<file path="src/eu_pkg.sv">
package eu_pkg;

  // number of cores served by the event unit
  localparam int NB_CORES = 4;

  // shared bus peers are the sw events, the barrier, the mutex and one buffer per core
  localparam int PEER_SW       = 0;
  localparam int PEER_BARRIER  = 1;
  localparam int PEER_MUTEX    = 2;
  localparam int PEER_BUF_BASE = 3;
  localparam int NB_PEERS      = PEER_BUF_BASE + NB_CORES;

  typedef logic [1:0]          core_id_t;
  typedef logic [NB_CORES-1:0] core_mask_t;
  typedef logic [31:0]         evt_word_t;
  typedef logic [7:0]          eu_addr_t;
  typedef logic [31:0]         eu_data_t;
  // eight software event lines per core
  typedef logic [7:0]          sw_evt_t;

  // byte offsets of the registers inside the unit
  localparam eu_addr_t REG_EVT_MASK       = 8'h00;
  localparam eu_addr_t REG_EVT_BUFFER     = 8'h04;
  localparam eu_addr_t REG_EVT_CLEAR      = 8'h08;
  localparam eu_addr_t REG_SW_TRIG        = 8'h0C;
  localparam eu_addr_t REG_BARRIER_CFG    = 8'h10;
  localparam eu_addr_t REG_BARRIER_ARRIVE = 8'h14;
  localparam eu_addr_t REG_MUTEX          = 8'h18;

  // positions of the internally generated events in a mapped word
  localparam int EVT_SW_LSB  = 0;
  localparam int EVT_BARRIER = 16;
  localparam int EVT_MUTEX   = 17;

  typedef struct packed {
    logic     psel;
    logic     penable;
    logic     pwrite;
    eu_addr_t paddr;
    eu_data_t pwdata;
  } apb_req_t;

  typedef struct packed {
    eu_data_t prdata;
    logic     pready;
    logic     pslverr;
  } apb_rsp_t;

  // one-cycle strobe on the shared register bus
  typedef struct packed {
    logic     valid;
    logic     write;
    core_id_t core_id;
    eu_addr_t addr;
    eu_data_t wdata;
  } eu_bus_req_t;

  typedef struct packed {
    logic     hit;
    eu_data_t rdata;
  } eu_bus_rsp_t;

endpackage

</file>
<file path="src/eu_barrier.sv">
`timescale 1ns/1ps

module eu_barrier (
  input  logic                clk_i,
  input  logic                arst_n_i,
  input  eu_pkg::eu_bus_req_t bus_req_i,
  output eu_pkg::eu_bus_rsp_t bus_rsp_o,
  output eu_pkg::core_mask_t  barrier_events_o
);

  logic               cfg_hit;
  logic               arrive_hit;
  logic               release_now;
  eu_pkg::core_mask_t caller;
  eu_pkg::core_mask_t member_q;
  eu_pkg::core_mask_t arrived_q;
  eu_pkg::core_mask_t arrived_d;
  eu_pkg::core_mask_t release_q;

  assign cfg_hit    = bus_req_i.valid && (bus_req_i.addr == eu_pkg::REG_BARRIER_CFG);
  assign arrive_hit = bus_req_i.valid && (bus_req_i.addr == eu_pkg::REG_BARRIER_ARRIVE);
  assign caller     = eu_pkg::core_mask_t'(1) << bus_req_i.core_id;

  assign bus_rsp_o.hit = cfg_hit | arrive_hit;

  // reading the arrive offset shows who is already waiting at the barrier
  always_comb begin
    bus_rsp_o.rdata = '0;
    if (cfg_hit) begin
      bus_rsp_o.rdata = eu_pkg::eu_data_t'(member_q);
    end else if (arrive_hit) begin
      bus_rsp_o.rdata = eu_pkg::eu_data_t'(arrived_q);
    end
  end

  // an arrival counts only when the caller is a member
  assign arrived_d   = (arrive_hit && bus_req_i.write && |(member_q & caller)) ?
                       (arrived_q | caller) : arrived_q;
  assign release_now = (member_q != '0) && (arrived_d == member_q);

  always_ff @(posedge clk_i or negedge arst_n_i) begin
    if (!arst_n_i) begin
      member_q  <= '0;
      arrived_q <= '0;
      release_q <= '0;
    end else begin
      // all members are woken together in the cycle after the last arrival
      release_q <= release_now ? member_q : '0;
      if (cfg_hit && bus_req_i.write) begin
        // a new membership starts a fresh round
        member_q  <= bus_req_i.wdata[eu_pkg::NB_CORES-1:0];
        arrived_q <= '0;
      end else if (release_now) begin
        arrived_q <= '0;
      end else begin
        arrived_q <= arrived_d;
      end
    end
  end

  assign barrier_events_o = release_q;

endmodule

</file>
<file path="config.mk">
export PLATFORM = sky130hd
export DESIGN_NAME = eu_barrier
export DESIGN_NICKNAME = d
export VERILOG_FILES = /design/src/eu_pkg.sv /design/src/eu_barrier.sv
export SDC_FILE = /design/constraint.sdc
export NUM_CORES = 1
export LEC_CHECK = 0
export BUFFER_PORTS_ARGS = -buffer_cell sky130_fd_sc_hd__clkbuf_2
export CAP_MARGIN = 10
export CORE_UTILIZATION = 30
export CTS_BUF_LIST = sky130_fd_sc_hd__clkbuf_2
export CTS_CLUSTER_DIAMETER = 200
export DETAILED_ROUTE_END_ITERATION = 8
export PLACE_DENSITY = 0.81
export SETUP_SLACK_MARGIN = 0.4
export SKIP_LAST_GASP = 1
export SYNTH_ARGS = -nofsm -noshare
export SYNTH_HDL_FRONTEND = slang
export SYNTH_SLANG_ARGS = --single-unit
</file>
<file path="constraint.sdc">
create_clock -name clk_i -period 1.7 [get_ports clk_i]
set_clock_uncertainty 0.1 [all_clocks]
set_input_delay 0.255 -clock clk_i [delete_from_list [all_inputs] [get_ports clk_i]]
set_output_delay 0.255 -clock clk_i [all_outputs]
set_load 0.05 [all_outputs]
</file>
Word-level counts from Yosys, hierarchy flattened

Cells that the tools add are included.
W data, S select, Z words.

Register bits: 12
Input port bits: 46
Output and inout bits: 37

Equality and inequality tests: 3
Shift operators: 1
Multiplexer cells: 6
Bitwise gates (word level): 3
Reductions and logical operators: 8

Operator list:

| kind                  | number |
|---|---|
| $mux W32              | 1 |
| $mux W4               | 5 |
| $eq A8 B5 Y1 const B  | 2 |
| $logic_and A1 B1 Y1   | 6 |
| $and A4 B4 Y4         | 1 |
| $eq A4 B4 Y1          | 1 |
| $or A4 B4 Y4          | 1 |
| $reduce_bool A4 Y1    | 1 |
| $reduce_or A4 Y1      | 1 |
| $shl A1 B2 Y4 const A | 1 |
| $or A1 B1 Y1          | 1 |

Depth between registers and ports, before layout

Gate-level depths: netlist (run 1).

Depth after elaboration: 9
Depth in mapped cells: 6
Depth with buffers taken out: 6

Least setup slack after synthesis (run 1)

OpenSTA, ideal clock, no wires.

Kind: input to output
From: in bus_req_i[37] in the netlist's numbering
To: out bus_rsp_o[0] in the netlist's numbering
Arrival: 1.377 ns
Setup slack: -0.032 ns
Cell stages on the path: 3
Path buffers: 0
Cell sequence: nor4b_4 > nand2_1 > nor2_1

RTL lines:

| item            | RTL line        | text |
|---|---|---|
| start, declared | eu_barrier.sv:6 | `input eu_pkg::eu_bus_req_t bus_req_i,` |
| end, declared   | eu_barrier.sv:7 | `output eu_pkg::eu_bus_rsp_t bus_rsp_o,` |

Worst setup path in the final report (run 1)

From: reg member_q[0]
To: reg release_q[0] (netlist: barrier_events_o[0])

Cells in the longest elaborated chain, start to end: 7
Elaborated cells between the ends (all ways): 8
Classes of those cells: eq/ne (1); mux (2); bitwise (1); reduce/logical (4)

RTL lines:

| item                   | RTL line         | text |
|---|---|---|
| start, declared        | eu_barrier.sv:15 | `eu_pkg::core_mask_t member_q;` |
| start signal, assigned | eu_barrier.sv:51 | `member_q <= bus_req_i.wdata[eu_pkg::NB_CORES-1:0];` |
| $and A4 B4 Y4          | eu_barrier.sv:37 | `assign arrived_d = (arrive_hit && bus_req_i.write && \|(member_q & caller)) ?` |
| $reduce_or A4 Y1       | eu_barrier.sv:37 |  |
| $logic_and A1 B1 Y1    | eu_barrier.sv:37 |  |
| $mux W4                | eu_barrier.sv:37 |  |
| $eq A4 B4 Y1           | eu_barrier.sv:39 | `assign release_now = (member_q != '0) && (arrived_d == member_q);` |
| $logic_and A1 B1 Y1    | eu_barrier.sv:39 |  |
| $mux W4 *              | eu_barrier.sv:48 | `release_q <= release_now ? member_q : '0;` |
| end signal, assigned   | eu_barrier.sv:48 |  |
| end, declared          | eu_barrier.sv:18 | `eu_pkg::core_mask_t release_q;` |

Every way passes the cells marked *; elsewhere a longest branch is shown, timed or not.
A chain may end at the register's enable or synchronous reset.

==> results.md, run 1 <==
* Max Root-Sink Buffers at 2
* Crit-path max FO at 8
* Fillers at around 290
* Clk Tree Root Cell: clkbuf_2
* Row count at 20
* Die X at roughly 60 um
* DRC at 0
* CORE AREA at a little over 3000 um^2
* Post-synthesis simple-gate area fraction at between 20% and 30%
* CP startpoint kind: register
* RSZ-0062 raised after global routing: true
* Layout cell share with drive strength beyond 1 at approximately 52%
* Final Max Tran Viols at 0
* IO buf count at 26
* Cell internal pwr at roughly 420 uW
* Seq/Total Area, Yosys at 31.5%
* Yosys top cell by area: dfrtp_1
* Final Instance Count excl. Fillers at between 200 and 250
* Reg clk slew, reported paths at 0.10 ns
* Seq cells post-synth at 12
* Sw Ratio at between 40% and 50%
* Crit-path cells: buf_4 -> inv_1 -> a222oi_1 -> o311ai_1 -> nor4_4 -> buf_6 -> and2_1
* Inserted Clock Buffers at 3
* Top FF cell, synth: dfrtp_1
* CTS tree: done
* Total power at roughly 710 uW
* N_diodes at 0
* Worst Setup Slack, final at -0.0565 ns
* Yosys warning count at 0
* Register Area at 302 um^2
* Arrival time at the worst endpoint at 1.87 ns
* Post-synthesis adder-cell area fraction at 0%
* Period utilisation layout at 103%
* Starting density of the core at a little under a third
* Initial antenna violation count at 0
* Antenna Nets Post-Route at 0
* Top cells by area, synth: dfrtp_1 31%, buf_4 23%, nor4b_4 5.0%, mux2i_1 4.2%, and2_1 3.3%
* Critical Path End Type: register
* Total die area at between 3000 and 4000 um^2
* Synth Area in Compound Gates at ~11%
* Min-Delay Path Class: in -> reg
* Netlist cell types at 34
* Slowest CP cell: dfrtp_2
* Avg Cell Area, Syn at around 9.4 um^2
* Syn-to-layout area delta at 56.7%
* Multi-input logic area at roughly 620 um^2
* WP data required at 1.81 ns
* PD cells at around 480 nW/um^2
* Final wirelength at 2.32 mm
* Vias in the first global route at around 800
* Die height at between 50 and 60 um
* Number of DRC markers in iteration 0 at 44
* Status: complete, but fails checks
* Drt wl/cell at 11.2 um
* Peak VDD IR at around 230 uV
* H-tree Lvls at 1
* Post-layout net count at between 200 and 250
* Combinational family with the most area after synthesis: simple AND/OR/NAND/NOR gates
* First-pass GRT wire length at between 3 and 4 mm
* Final count of hold timing violations at 0
* Psw at ~300 uW
* WS Path Type: reg -> reg
* Largest net degree at the start of global routing at 13
* Boundary Pins at 83
* EDFF count, synth at 0
* Routability cong. at approximately 0.92
* Syn Std Cell Area at roughly 950 um^2
* DR pass1 iterations at 4
* Gr ovfl total at 0
* Dpl hpwl at approximately 1.6 mm
* Skew-Pair Late Insertion Delay at roughly 0.28 ns
* Gate power share at a little under two fifths
* All-Layer GR Usage at between 10% and 20%
* Post-synth top area share at a little under a third
* Leakage power at roughly 0.77 nW
* Seq pwr share at approximately two fifths
* Mux cell area share after synthesis at about 5.4%
* Placed cell count at approximately 190
* Xor and xnor fraction of the mapped netlist area at 0%
* Cells after Synth at a little over 100
* Total of max-cap violations at 0
* DR vias at about 890
* Clock power share at between 20% and 30%
* Clk sinks at 12
* Drt via density at roughly 4.3
* Share of synthesized registers carrying an async set or reset at 100%
* Max Fclk at 569 MHz
* Failing checks: setup timing
* Min Tclk post-route at about 1.8 ns
* Slowest stage delay, CP at about 0.43 ns
* Final setup vio count at 8
[through the flow]
| step | instance area, um^2 | utilization (%) | hold WS, ns | setup slack [ns] | setup TNS [ns] |
|---|---|---|---|---|---|
| floorplan | 1070 | - | -0.141 | 0.0573 | 0 |
| global placement | 1210 | 39.9 | 0.0521 | -0.107 | -1.41 |
| detailed placement | 1210 | 39.9 | 0.0540 | -0.120 | -1.54 |
| CTS | 1450 | 47.8 | 0.0673 | -0.0319 | -0.116 |
| global route | 1490 | 49.3 | 0.0709 | -0.164 | -0.967 |
| finish | 1490 | 49.3 | 0.0847 | -0.0565 | -0.287 |
[registers in the layout (all words and copies together) (netlist names)]
name / flops
member_q: 4
arrived_q: 4
barrier_events_o: 4
[path summary, 6_finish.rpt]
path,from,end,slack (ns),cells past startpoint
setup / recovery,member_q[0],barrier_events_o[0],-0.06,7
hold / removal,bus_req_i[0],member_q[0],0.08,3
setup reg to reg,member_q[0],barrier_events_o[0],-0.06,7
hold reg to reg,arrived_q[2],arrived_q[2],0.54,2
max in group asynchronous,arst_n_i,member_q[0],0.96,2
min in group asynchronous,arst_n_i,barrier_events_o[2],0.27,2
[per-layer routing]
layer / wire (um) / part of all wire (%) / up-vias / GRT usage [%]
li1: - / - / 423 / -
met1: 823 / 35 / 421 / 16.1
met5: 0 / 0 / - / 0
met2: 1270 / 55 / 46 / 26.1
met3: 218 / 9.4 / 2 / 5.05
met4: 7 / 0.30 / 0 / 3.40
[synth_stat cells, drive strengths merged (3+ instances only)]
master   n
and2     6
buf     30
dfrtp   12
inv      3
mux2i    4
nand2    4
nand2b   3
nor2     6
nor3     3
nor3b    4
o21ai    3
[cells in the final DEF, fill, tap and decap left out, drive strengths merged, types with 4 or more instances in the layout]
cell / instances
and2: 6
buf: 38
clkbuf: 25
conb: 28
dfrtp: 12
mux2i: 4
nand2: 4
nor2: 6
nor3b: 4
[worst max-delay path, delay by kind of cell (launching register included)]
| family | cells | cell delay [ns] |
|---|---|---|
| AO/OA/AOI/OAI | 2 | 0.48 |
| buffers and inverters | 3 | 0.37 |
| flip-flops | 1 | 0.43 |
| AND/OR/NAND/NOR | 2 | 0.31 |
[power groups by stage]
| stage | combinational, mW | clock (mW) | sequential [mW] |
|---|---|---|---|
| 2_1_floorplan | 0.225 | 0 | 0.301 |
| 3_3_place_gp | 0.235 | 0 | 0.302 |
| 3_5_place_dp | 0.236 | 0 | 0.302 |
| 4_1_cts | 0.262 | 0.148 | 0.296 |
| 5_1_grt | 0.285 | 0.163 | 0.298 |
| 6_report | 0.270 | 0.146 | 0.298 |
[repair_timing]
item | CTS | global route
setup endpoints to repair | 17 | 17
hold buffers | 1 | 0
gates resized for setup | 31 | 10
setup buffers | 8 | 2
endpoints found under the hold margin | 12 | 0
pin swaps | 9 | 4
cloned | 1 | 0
[cell type report]
| cell class | instances | share of cell area, % |
|---|---|---|
| clock buffers | 3 | 1.01 |
| flip-flops and latches | 12 | 20.2 |
| inverters | 4 | 1.34 |
| clock inverters | 1 | 0.251 |
| repair buffers | 61 | 32.2 |
| well taps | 44 | 3.69 |
| multi-input cells | 82 | 41.3 |
[kinds of logic after synthesis]
logic type,count (synthesis)
and+or+nand+nor,36
buffers and inverters,34
AOI/OAI and AO/OA,13
DFF,12
muxes,5
other,1
Note: power is estimated with default switching activity, not from simulation.
==> inputs of run 2 (changes only) <==
--- a/config.mk
+++ b/config.mk
@@ -5,13 +5,14 @@
 export SDC_FILE = /design/constraint.sdc
 export NUM_CORES = 1
 export LEC_CHECK = 0
+export ABC_AREA = 1
 export BUFFER_PORTS_ARGS = -buffer_cell sky130_fd_sc_hd__clkbuf_2
 export CAP_MARGIN = 10
 export CORE_UTILIZATION = 30
 export CTS_BUF_LIST = sky130_fd_sc_hd__clkbuf_2
 export CTS_CLUSTER_DIAMETER = 200
 export DETAILED_ROUTE_END_ITERATION = 8
-export PLACE_DENSITY = 0.81
+export PLACE_DENSITY = 0.8
 export SETUP_SLACK_MARGIN = 0.4
 export SKIP_LAST_GASP = 1
 export SYNTH_ARGS = -nofsm -noshare
==> run 2 against run 1 <==
Net effect:
- the flow now finishes without violations
- final area fell by 3.7%
- global-route usage rose by 0.59 points
- synthesized cell count rose by 36%
- fmax rose by 12%
- via count did not move
- largest power group unchanged
- highest routed layer unchanged
==> results.md, run 2 <==
* Status: completed (was complete, but fails checks)
* Top FF cell, synth: dfrtp_1 (unchanged)
* H-tree Lvls at 1 (unchanged)
* Max Fclk at 640 MHz (was 569 MHz)
* Routability cong. at 0.753 (was 0.920)
* Cell mode on critical path: buf_8
* Seq/Total Area, Yosys at 30.8% (was 31.5%)
* Yosys warning count at 0 (unchanged)
* Slowest stage delay, CP at 0.17 ns (was 0.43 ns)
* RSZ-0062 raised after global routing: true (unchanged)
* Max Root-Sink Buffers at 2 (unchanged)
* Yosys top cell by area: dfrtp_1 (unchanged)
* Skew-Pair Late Insertion Delay at 0.27 ns (was 0.28 ns)
* Total of max-cap violations at 0 (unchanged)
* Vias in the first global route at 913 (was 798)
* Row count at 20 (unchanged)
* Number of DRC markers in iteration 0 at 5 (was 44)
* Arrival time at the worst endpoint at 1.21 ns (was 1.87 ns)
* Most common cell after layout, fill and taps aside: conb_1 (unchanged)
* CP startpoint kind: input pin (was register)
* Hold EP: member_q[3] (was member_q[0])
* Gr ovfl total at 0 (unchanged)
* Initial antenna violation count at 0 (unchanged)
* Worst Hold Depth at 3 (unchanged)
* Dpl hpwl at 1.57 mm (was 1.62 mm)
* Die X at 59 um (was 58.4 um)
* Inserted Clock Buffers at 3 (unchanged)
* Total die area at 3480 um^2 (was 3410 um^2)
* Netlist cell types at 17 (was 34)
* Crit path max-delay family: buffers and inverters (was compound AO/OA/AOI/OAI gates)
* Share of synthesized registers carrying an async set or reset at 100% (unchanged)
* Final Max Tran Viols at 0 (unchanged)
* Seq cells post-synth at 12 (unchanged)
* Final setup vio count at 0 (was 8)
* Top Layer Used: met4 (unchanged)
* Critical R2R Launch: member_q[0] (unchanged)
* DR pass1 iterations at 4 (unchanged)
* PD cells at 494 nW/um^2 (was 478 nW/um^2)
* Commonest cells after routing, fill and taps aside: 28 x conb_1, 22 x clkbuf_2, 17 x nand2_1, 13 x inv_1 (was 28 x conb_1, 27 x buf_4, 24 x clkbuf_2, 11 x dfrtp_1, 7 x buf_6)
* Final wirelength at 2.36 mm (was 2.32 mm)
* HP Start: bus_req_i[3] (was bus_req_i[0])
* Syn-to-layout area delta at 47.6% (was 56.7%)
* Top cells by area, synth: dfrtp_1 31%, buf_4 22%, nand2_1 11%, inv_1 7.7%, nor2_1 5.0% (was dfrtp_1 31%, buf_4 23%, nor4b_4 5.0%, mux2i_1 4.2%, and2_1 3.3%)
* Synth cell count leaders: 29 x nand2_1, 28 x buf_4, 20 x inv_1 (was 29 x buf_4, 12 x dfrtp_1, 6 x nor2_1)
* IO buf count at 26 (unchanged)
* WP data required at 1.34 ns (was 1.81 ns)
* Reg clk slew, reported paths at 0.12 ns (was 0.10 ns)
* R2R cell count at 10 (was 7)
* Buf/Inv on CP at 4 (was 3)
* Top-count cell post-synth: nand2_1 (was buf_4)
* Drt via density at 3.95 (was 4.31)
* Clk Tree Root Cell: clkbuf_2 (unchanged)
* Post-synth top area share at 30.8% (was 31.5%)
* Post-layout net count at 229 (was 210)
* First-pass GRT wire length at 3.88 mm (was 3.64 mm)
* EDFF count, synth at 0 (unchanged)
* Total power at 711 uW (was 714 uW)
* Largest net degree at the start of global routing at 13 (unchanged)
* Cells after Synth at 137 (was 101)
* All-Layer GR Usage at 15.0% (was 14.4%)
* Slowest CP cell: o22ai_2 (was dfrtp_2)
* Min-Delay Path Class: in -> reg (unchanged)
* Crit-path cells: buf_8 -> inv_12 -> nand2_4 -> nor2_4 -> buf_4 -> nand3_4 -> o22ai_2 -> buf_8 (was buf_4 -> inv_1 -> a222oi_1 -> o311ai_1 -> nor4_4 -> buf_6 -> and2_1)
* Drt wl/cell at 10.4 um (was 11.2 um)
* Final count of hold timing violations at 0 (unchanged)
* N_diodes at 0 (unchanged)
* Met2 WL post-DR at 1.29 mm (was 1.27 mm)
* Peak VDD IR at 310 uV (was 230 uV)
* Starting density of the core at 31.7% (was 31.5%)
* Fillers at 298 (was 288)
* CTS tree: done (unchanged)
* Syn Std Cell Area at 975 um^2 (was 953 um^2)
* DRT met1 WL at 940 um (was 823 um)
* DRC at 0 (unchanged)
* DR vias at 892 (unchanged)
* CORE AREA at 3080 um^2 (was 3030 um^2)
* WS Path Type: in -> out (was reg -> reg)
* R2R Setup Slk at 0.18 ns (was -0.06 ns)
* DR WL met3 at 98 um (was 218 um)
* Die height at 59 um (was 58.4 um)
* Avg Cell Area, Syn at 7.11 um^2 (was 9.44 um^2)
* Leakage power at 0.800 nW (was 0.773 nW)
* Critical Path End Type: output port (was register)
* Reg2reg end: arrived_q[1] (was barrier_events_o[0])
* Worst hold slack at 0.0806 ns (was 0.0847 ns)
* Clk sinks at 12 (unchanged)
* Boundary Pins at 83 (unchanged)
* Crit-path max FO at 6 (was 8)
* Period utilisation layout at 91.9% (was 103%)
* Antenna Nets Post-Route at 0 (unchanged)
* Layout cell share with drive strength beyond 1 at 49.5% (was 52.1%)
* Min Tclk post-route at 1.56 ns (was 1.76 ns)
==> run 2: cell count changes in the layout (fill, tap and decap cells not counted), moves of 5 or more <==
| cell | delta |
|---|---|
| buf_4 | -15 |
| inv_1 | +10 |
| inv_2 | +5 |
| nand2_1 | +14 |
| nand2_2 | +11 |
| nand2_4 | +5 |
| nor2_1 | +8 |
==> run 2: worst register-to-register path, stage by stage (launching register included) <==
cell and delay [ns]:
dfrtp_1 0.43, nand2_1 0.13, nand4_4 0.15, nand3_2 0.12, nand2_2 0.07, nand2_2 0.06
nand2_2 0.06, inv_2 0.05, nand2_2 0.06, nor2_4 0.12, nor2_1 0.06
==> run 2: through the flow <==
step                      utilization, %  instances  setup TNS (ns)  area [um^2]  setup WS, ns
after floorplan                        -        164               0         1170         0.253
after global placement              38.9        213               0         1200        0.0109
after detailed placement            38.9        213        -0.00237         1200      -0.00237
after CTS                           44.3        223               0         1370         0.156
after global routing                46.7        226               0         1440        0.0643
final                               46.7        226               0         1440         0.138
==> run 2: power breakdown <==
group | internal, mW | leakage (nW) | switching, mW
logic | 0.0552 | 0.639 | 0.211
clock network | 0.0511 | 0.0140 | 0.0961
registers | 0.292 | 0.148 | 0.00596
==> run 2: worst max path at each step <==
stage               slack [ns]          start      endpoint  depth (start not counted)
finish                    0.14  bus_req_i[35]  bus_rsp_o[2]                          8
global placement          0.01  bus_req_i[35]  bus_rsp_o[0]                          8
global route              0.06  bus_req_i[33]  arrived_q[0]                         14
CTS                       0.16  bus_req_i[39]  bus_rsp_o[0]                          8
floorplan                 0.25  bus_req_i[35]  arrived_q[0]                         12
detailed placement      -0.002  bus_req_i[35]  arrived_q[1]                         13
==> run 2: cell families (layout without fill, tap and decap cells) <==
group / after synthesis / after routing / share of synthesized area, %
AOI/OAI and AO/OA: 9 / 9 / 5.26
buffers and inverters: 50 / 68 / 30.0
DFF: 12 / 12 / 30.8
other: 1 / 28 / 0.385
and+or+nand+nor: 65 / 65 / 33.5
==> run 2: metal layers <==
metal / up-vias / GRT usage (%)
li1: 453 / -
met4: 0 / 7.82
met1: 406 / 15.9
met2: 29 / 28.6
met3: 4 / 1.97
met5: - / 0
==> run 2: final cells by class <==
class	count	area [um^2]	share of cell area, %
Sequential cell	12	300	20.9
Tap cell	44	55.1	3.83
Clock inverter	1	3.75	0.261
Inverter	22	105	7.30
Multi-Input combinational cell	102	629	43.7
Timing Repair Buffer	42	330	23.0
Clock buffer	3	15.0	1.04
==> run 2: timing repair <==
item	in CTS	in global routing
setup buffers	5	3
hold endpoints to repair	12	0
hold buffers	1	0
gates resized for setup	30	18
pin swaps	8	20
endpoints found under the setup margin	13	17
==> inputs of run 3 (changes only) <==
--- a/config.mk
+++ b/config.mk
@@ -13,6 +13,7 @@
 export CTS_CLUSTER_DIAMETER = 200
 export DETAILED_ROUTE_END_ITERATION = 8
 export PLACE_DENSITY = 0.8
+export REMOVE_ABC_BUFFERS = 1
 export SETUP_SLACK_MARGIN = 0.4
 export SKIP_LAST_GASP = 1
 export SYNTH_ARGS = -nofsm -noshare
==> run 3 against run 2 <==
Net effect:
- via count down 1.1%
- setup slack gained 0.044 ns
- core utilization down 4.2 points
- final area down 9.0%
- sequential power is essentially flat
- fmax up 2.9%
- power fell by 3.0%
- highest routed layer unchanged
==> results.md, run 3 (same netlist as run 2, synthesis figures left out) <==
* Placed cell count at 207 (was 213)
* Die X at 59 um (unchanged)
* Worst hold slack at 0.0991 ns (was 0.0806 ns)
* R2R cell count at 8 (was 10)
* All-Layer GR Usage at 11.1% (was 15.0%)
* Starting density of the core at 31.7% (unchanged)
* CTS tree: done (unchanged)
* Total power at 689 uW (was 711 uW)
* Routability cong. at 0.809 (was 0.753)
* IO buf count at 26 (unchanged)
* PD cells at 526 nW/um^2 (was 494 nW/um^2)
* N_diodes at 0 (unchanged)
* DR pass1 iterations at 4 (unchanged)
* Final Instance Count excl. Fillers at 220 (was 226)
* H-tree Lvls at 1 (unchanged)
* Arrival time at the worst endpoint at 1.57 ns (was 1.21 ns)
* RSZ-0062 raised after global routing: true (unchanged)
* Syn-to-layout area delta at 34.4% (was 47.6%)
* Final count of hold timing violations at 0 (unchanged)
* Most common cell after layout, fill and taps aside: conb_1 (unchanged)
* Skew-Pair Late Insertion Delay at 0.25 ns (was 0.27 ns)
* Gr ovfl total at 0 (unchanged)
* Row count at 20 (unchanged)
* DRC at 0 (unchanged)
* Critical R2R Launch: member_q[3] (was member_q[0])
* Inserted Clock Buffers at 3 (unchanged)
* Reg clk slew, reported paths at 0.12 ns (about the same)
* Status: completed (unchanged)
* Vias in the first global route at 764 (was 913)
* Final setup vio count at 0 (unchanged)
* Min Tclk post-route at 1.52 ns (was 1.56 ns)
* WP data required at 1.75 ns (was 1.34 ns)
* Clk sinks at 12 (unchanged)
* Reg2reg end: arrived_q[1] (unchanged)
* Layout cell share with drive strength beyond 1 at 46.0% (was 49.5%)
* CP startpoint kind: input pin (unchanged)
* R2R Setup Slk at 0.19 ns (was 0.18 ns)
* Drt via density at 4.01 (was 3.95)
* Worst Setup Slack, final at 0.182 ns (was 0.138 ns)
* Min-Delay Path Class: in -> reg (unchanged)
* Worst Hold Depth at 3 (unchanged)
* Post-DP Area at 1060 um^2 (was 1200 um^2)
* Final wirelength at 2.09 mm (was 2.36 mm)
* Drt wl/cell at 9.49 um (was 10.4 um)
* Crit path launch: bus_req_i[39] (was bus_req_i[35])
* Largest net degree at the start of global routing at 13 (unchanged)
* Total of max-cap violations at 0 (unchanged)
* Number of DRC markers in iteration 0 at 2 (was 5)
* Final Cell Area at 1310 um^2 (was 1440 um^2)
* Die height at 59 um (unchanged)
* Hold EP: member_q[2] (was member_q[3])
* Period utilisation layout at 89.3% (was 91.9%)
* HP Start: bus_req_i[2] (was bus_req_i[3])
* CORE AREA at 3080 um^2 (unchanged)
* First-pass GRT wire length at 2.99 mm (was 3.88 mm)
* DR vias at 882 (was 892)
* Peak VDD IR at 454 uV (was 310 uV)
* Pre-CTS setup slack at -0.00670 ns (was -0.00237 ns)
* WS Path Type: in -> reg (was in -> out)
* Leakage power at 0.715 nW (was 0.800 nW)
* Commonest cells after routing, fill and taps aside: 28 x conb_1, 23 x clkbuf_2, 19 x nand2_1, 15 x inv_1, 15 x nand2_2 (was 28 x conb_1, 22 x clkbuf_2, 17 x nand2_1, 13 x inv_1)
* Crit-path max FO at 6 (unchanged)
* Final Max Tran Viols at 0 (unchanged)
* Boundary Pins at 83 (unchanged)
* Dpl hpwl at 1.49 mm (was 1.57 mm)
* Post-layout net count at 223 (was 229)
* Antenna Nets Post-Route at 0 (unchanged)
* Initial antenna violation count at 0 (unchanged)
* Max Fclk at 659 MHz (was 640 MHz)
* Fillers at 319 (was 298)
* Max Root-Sink Buffers at 2 (unchanged)
* Clk Tree Root Cell: clkbuf_2 (unchanged)
* Total die area at 3480 um^2 (unchanged)
* Critical Path End Type: register (was output port)
## run 3: cell types whose count changed in the layout (fill, tap and decap cells not counted), sizes merged
cell	before	now
buf	22	15
clkbuf	22	23
## run 3: report_power, final
part | internal [mW] | leakage, nW | total, mW | switching (mW)
registers | 0.292 | 0.148 | 0.297 | 0.00535
logic | 0.0492 | 0.553 | 0.250 | 0.200
clock network | 0.0511 | 0.0140 | 0.143 | 0.0918
total | 0.392 | 0.715 | 0.689 | 0.298
## run 3: layout make-up
class                   count  area [um^2]  area share [%]
clock buffers               3         15.0            1.15
inverters                  22         85.1            6.49
flip-flops and latches     12          300            22.9
clock inverters             1         3.75           0.287
multi-input cells         102          587            44.8
well taps                  44         55.1            4.20
repair buffers             36          264            20.2
## run 3: how the worst max path moves through the flow
stage,end,slack (ns),cells after the start
after CTS,bus_rsp_o[0],0.21,3
final,arrived_q[1],0.18,13
after detailed placement,arrived_q[1],-0.007,13
after global placement,arrived_q[3],0.02,13
after global routing,arrived_q[3],0.09,10
after floorplan,bus_rsp_o[0],-0.09,5
## run 3: what timing repair did
item                                   CTS  global route
hold buffers                             1             0
buffers inserted                         3             5
endpoints found under the hold margin   12             0
pin swaps                                3            13
gates resized for setup                 27            20
setup endpoints to repair               13            13
## run 3: per-stage QoR
| step | utilization (%) | TNS, ns |
|---|---|---|
| after global routing | 42.6 | 0 |
| after detailed placement | 34.4 | -0.0148 |
| after global placement | 34.4 | 0 |
| after floorplan | - | -0.344 |
| final | 42.6 | 0 |
| after CTS | 39.7 | 0 |
## run 3: critical path: stages
cell	delay [ns]
buf_6	0.09
inv_2	0.04
nand2_2	0.06
nor2_4	0.13
nand3_4	0.15
nor2_4	0.21
nand3_2	0.12
nand2_2	0.08
nand2_1	0.05
nand2_1	0.07
nand2_2	0.08
nor2_4	0.17
nor2_2	0.06
## run 3: per-layer routing
metal,GRT usage (%),up-vias,part of all wire (%)
met5,0,-,0
met4,3.06,0,0.81
met3,1.75,2,5.4
met2,20.9,33,53
met1,12.8,406,40
li1,-,441,-
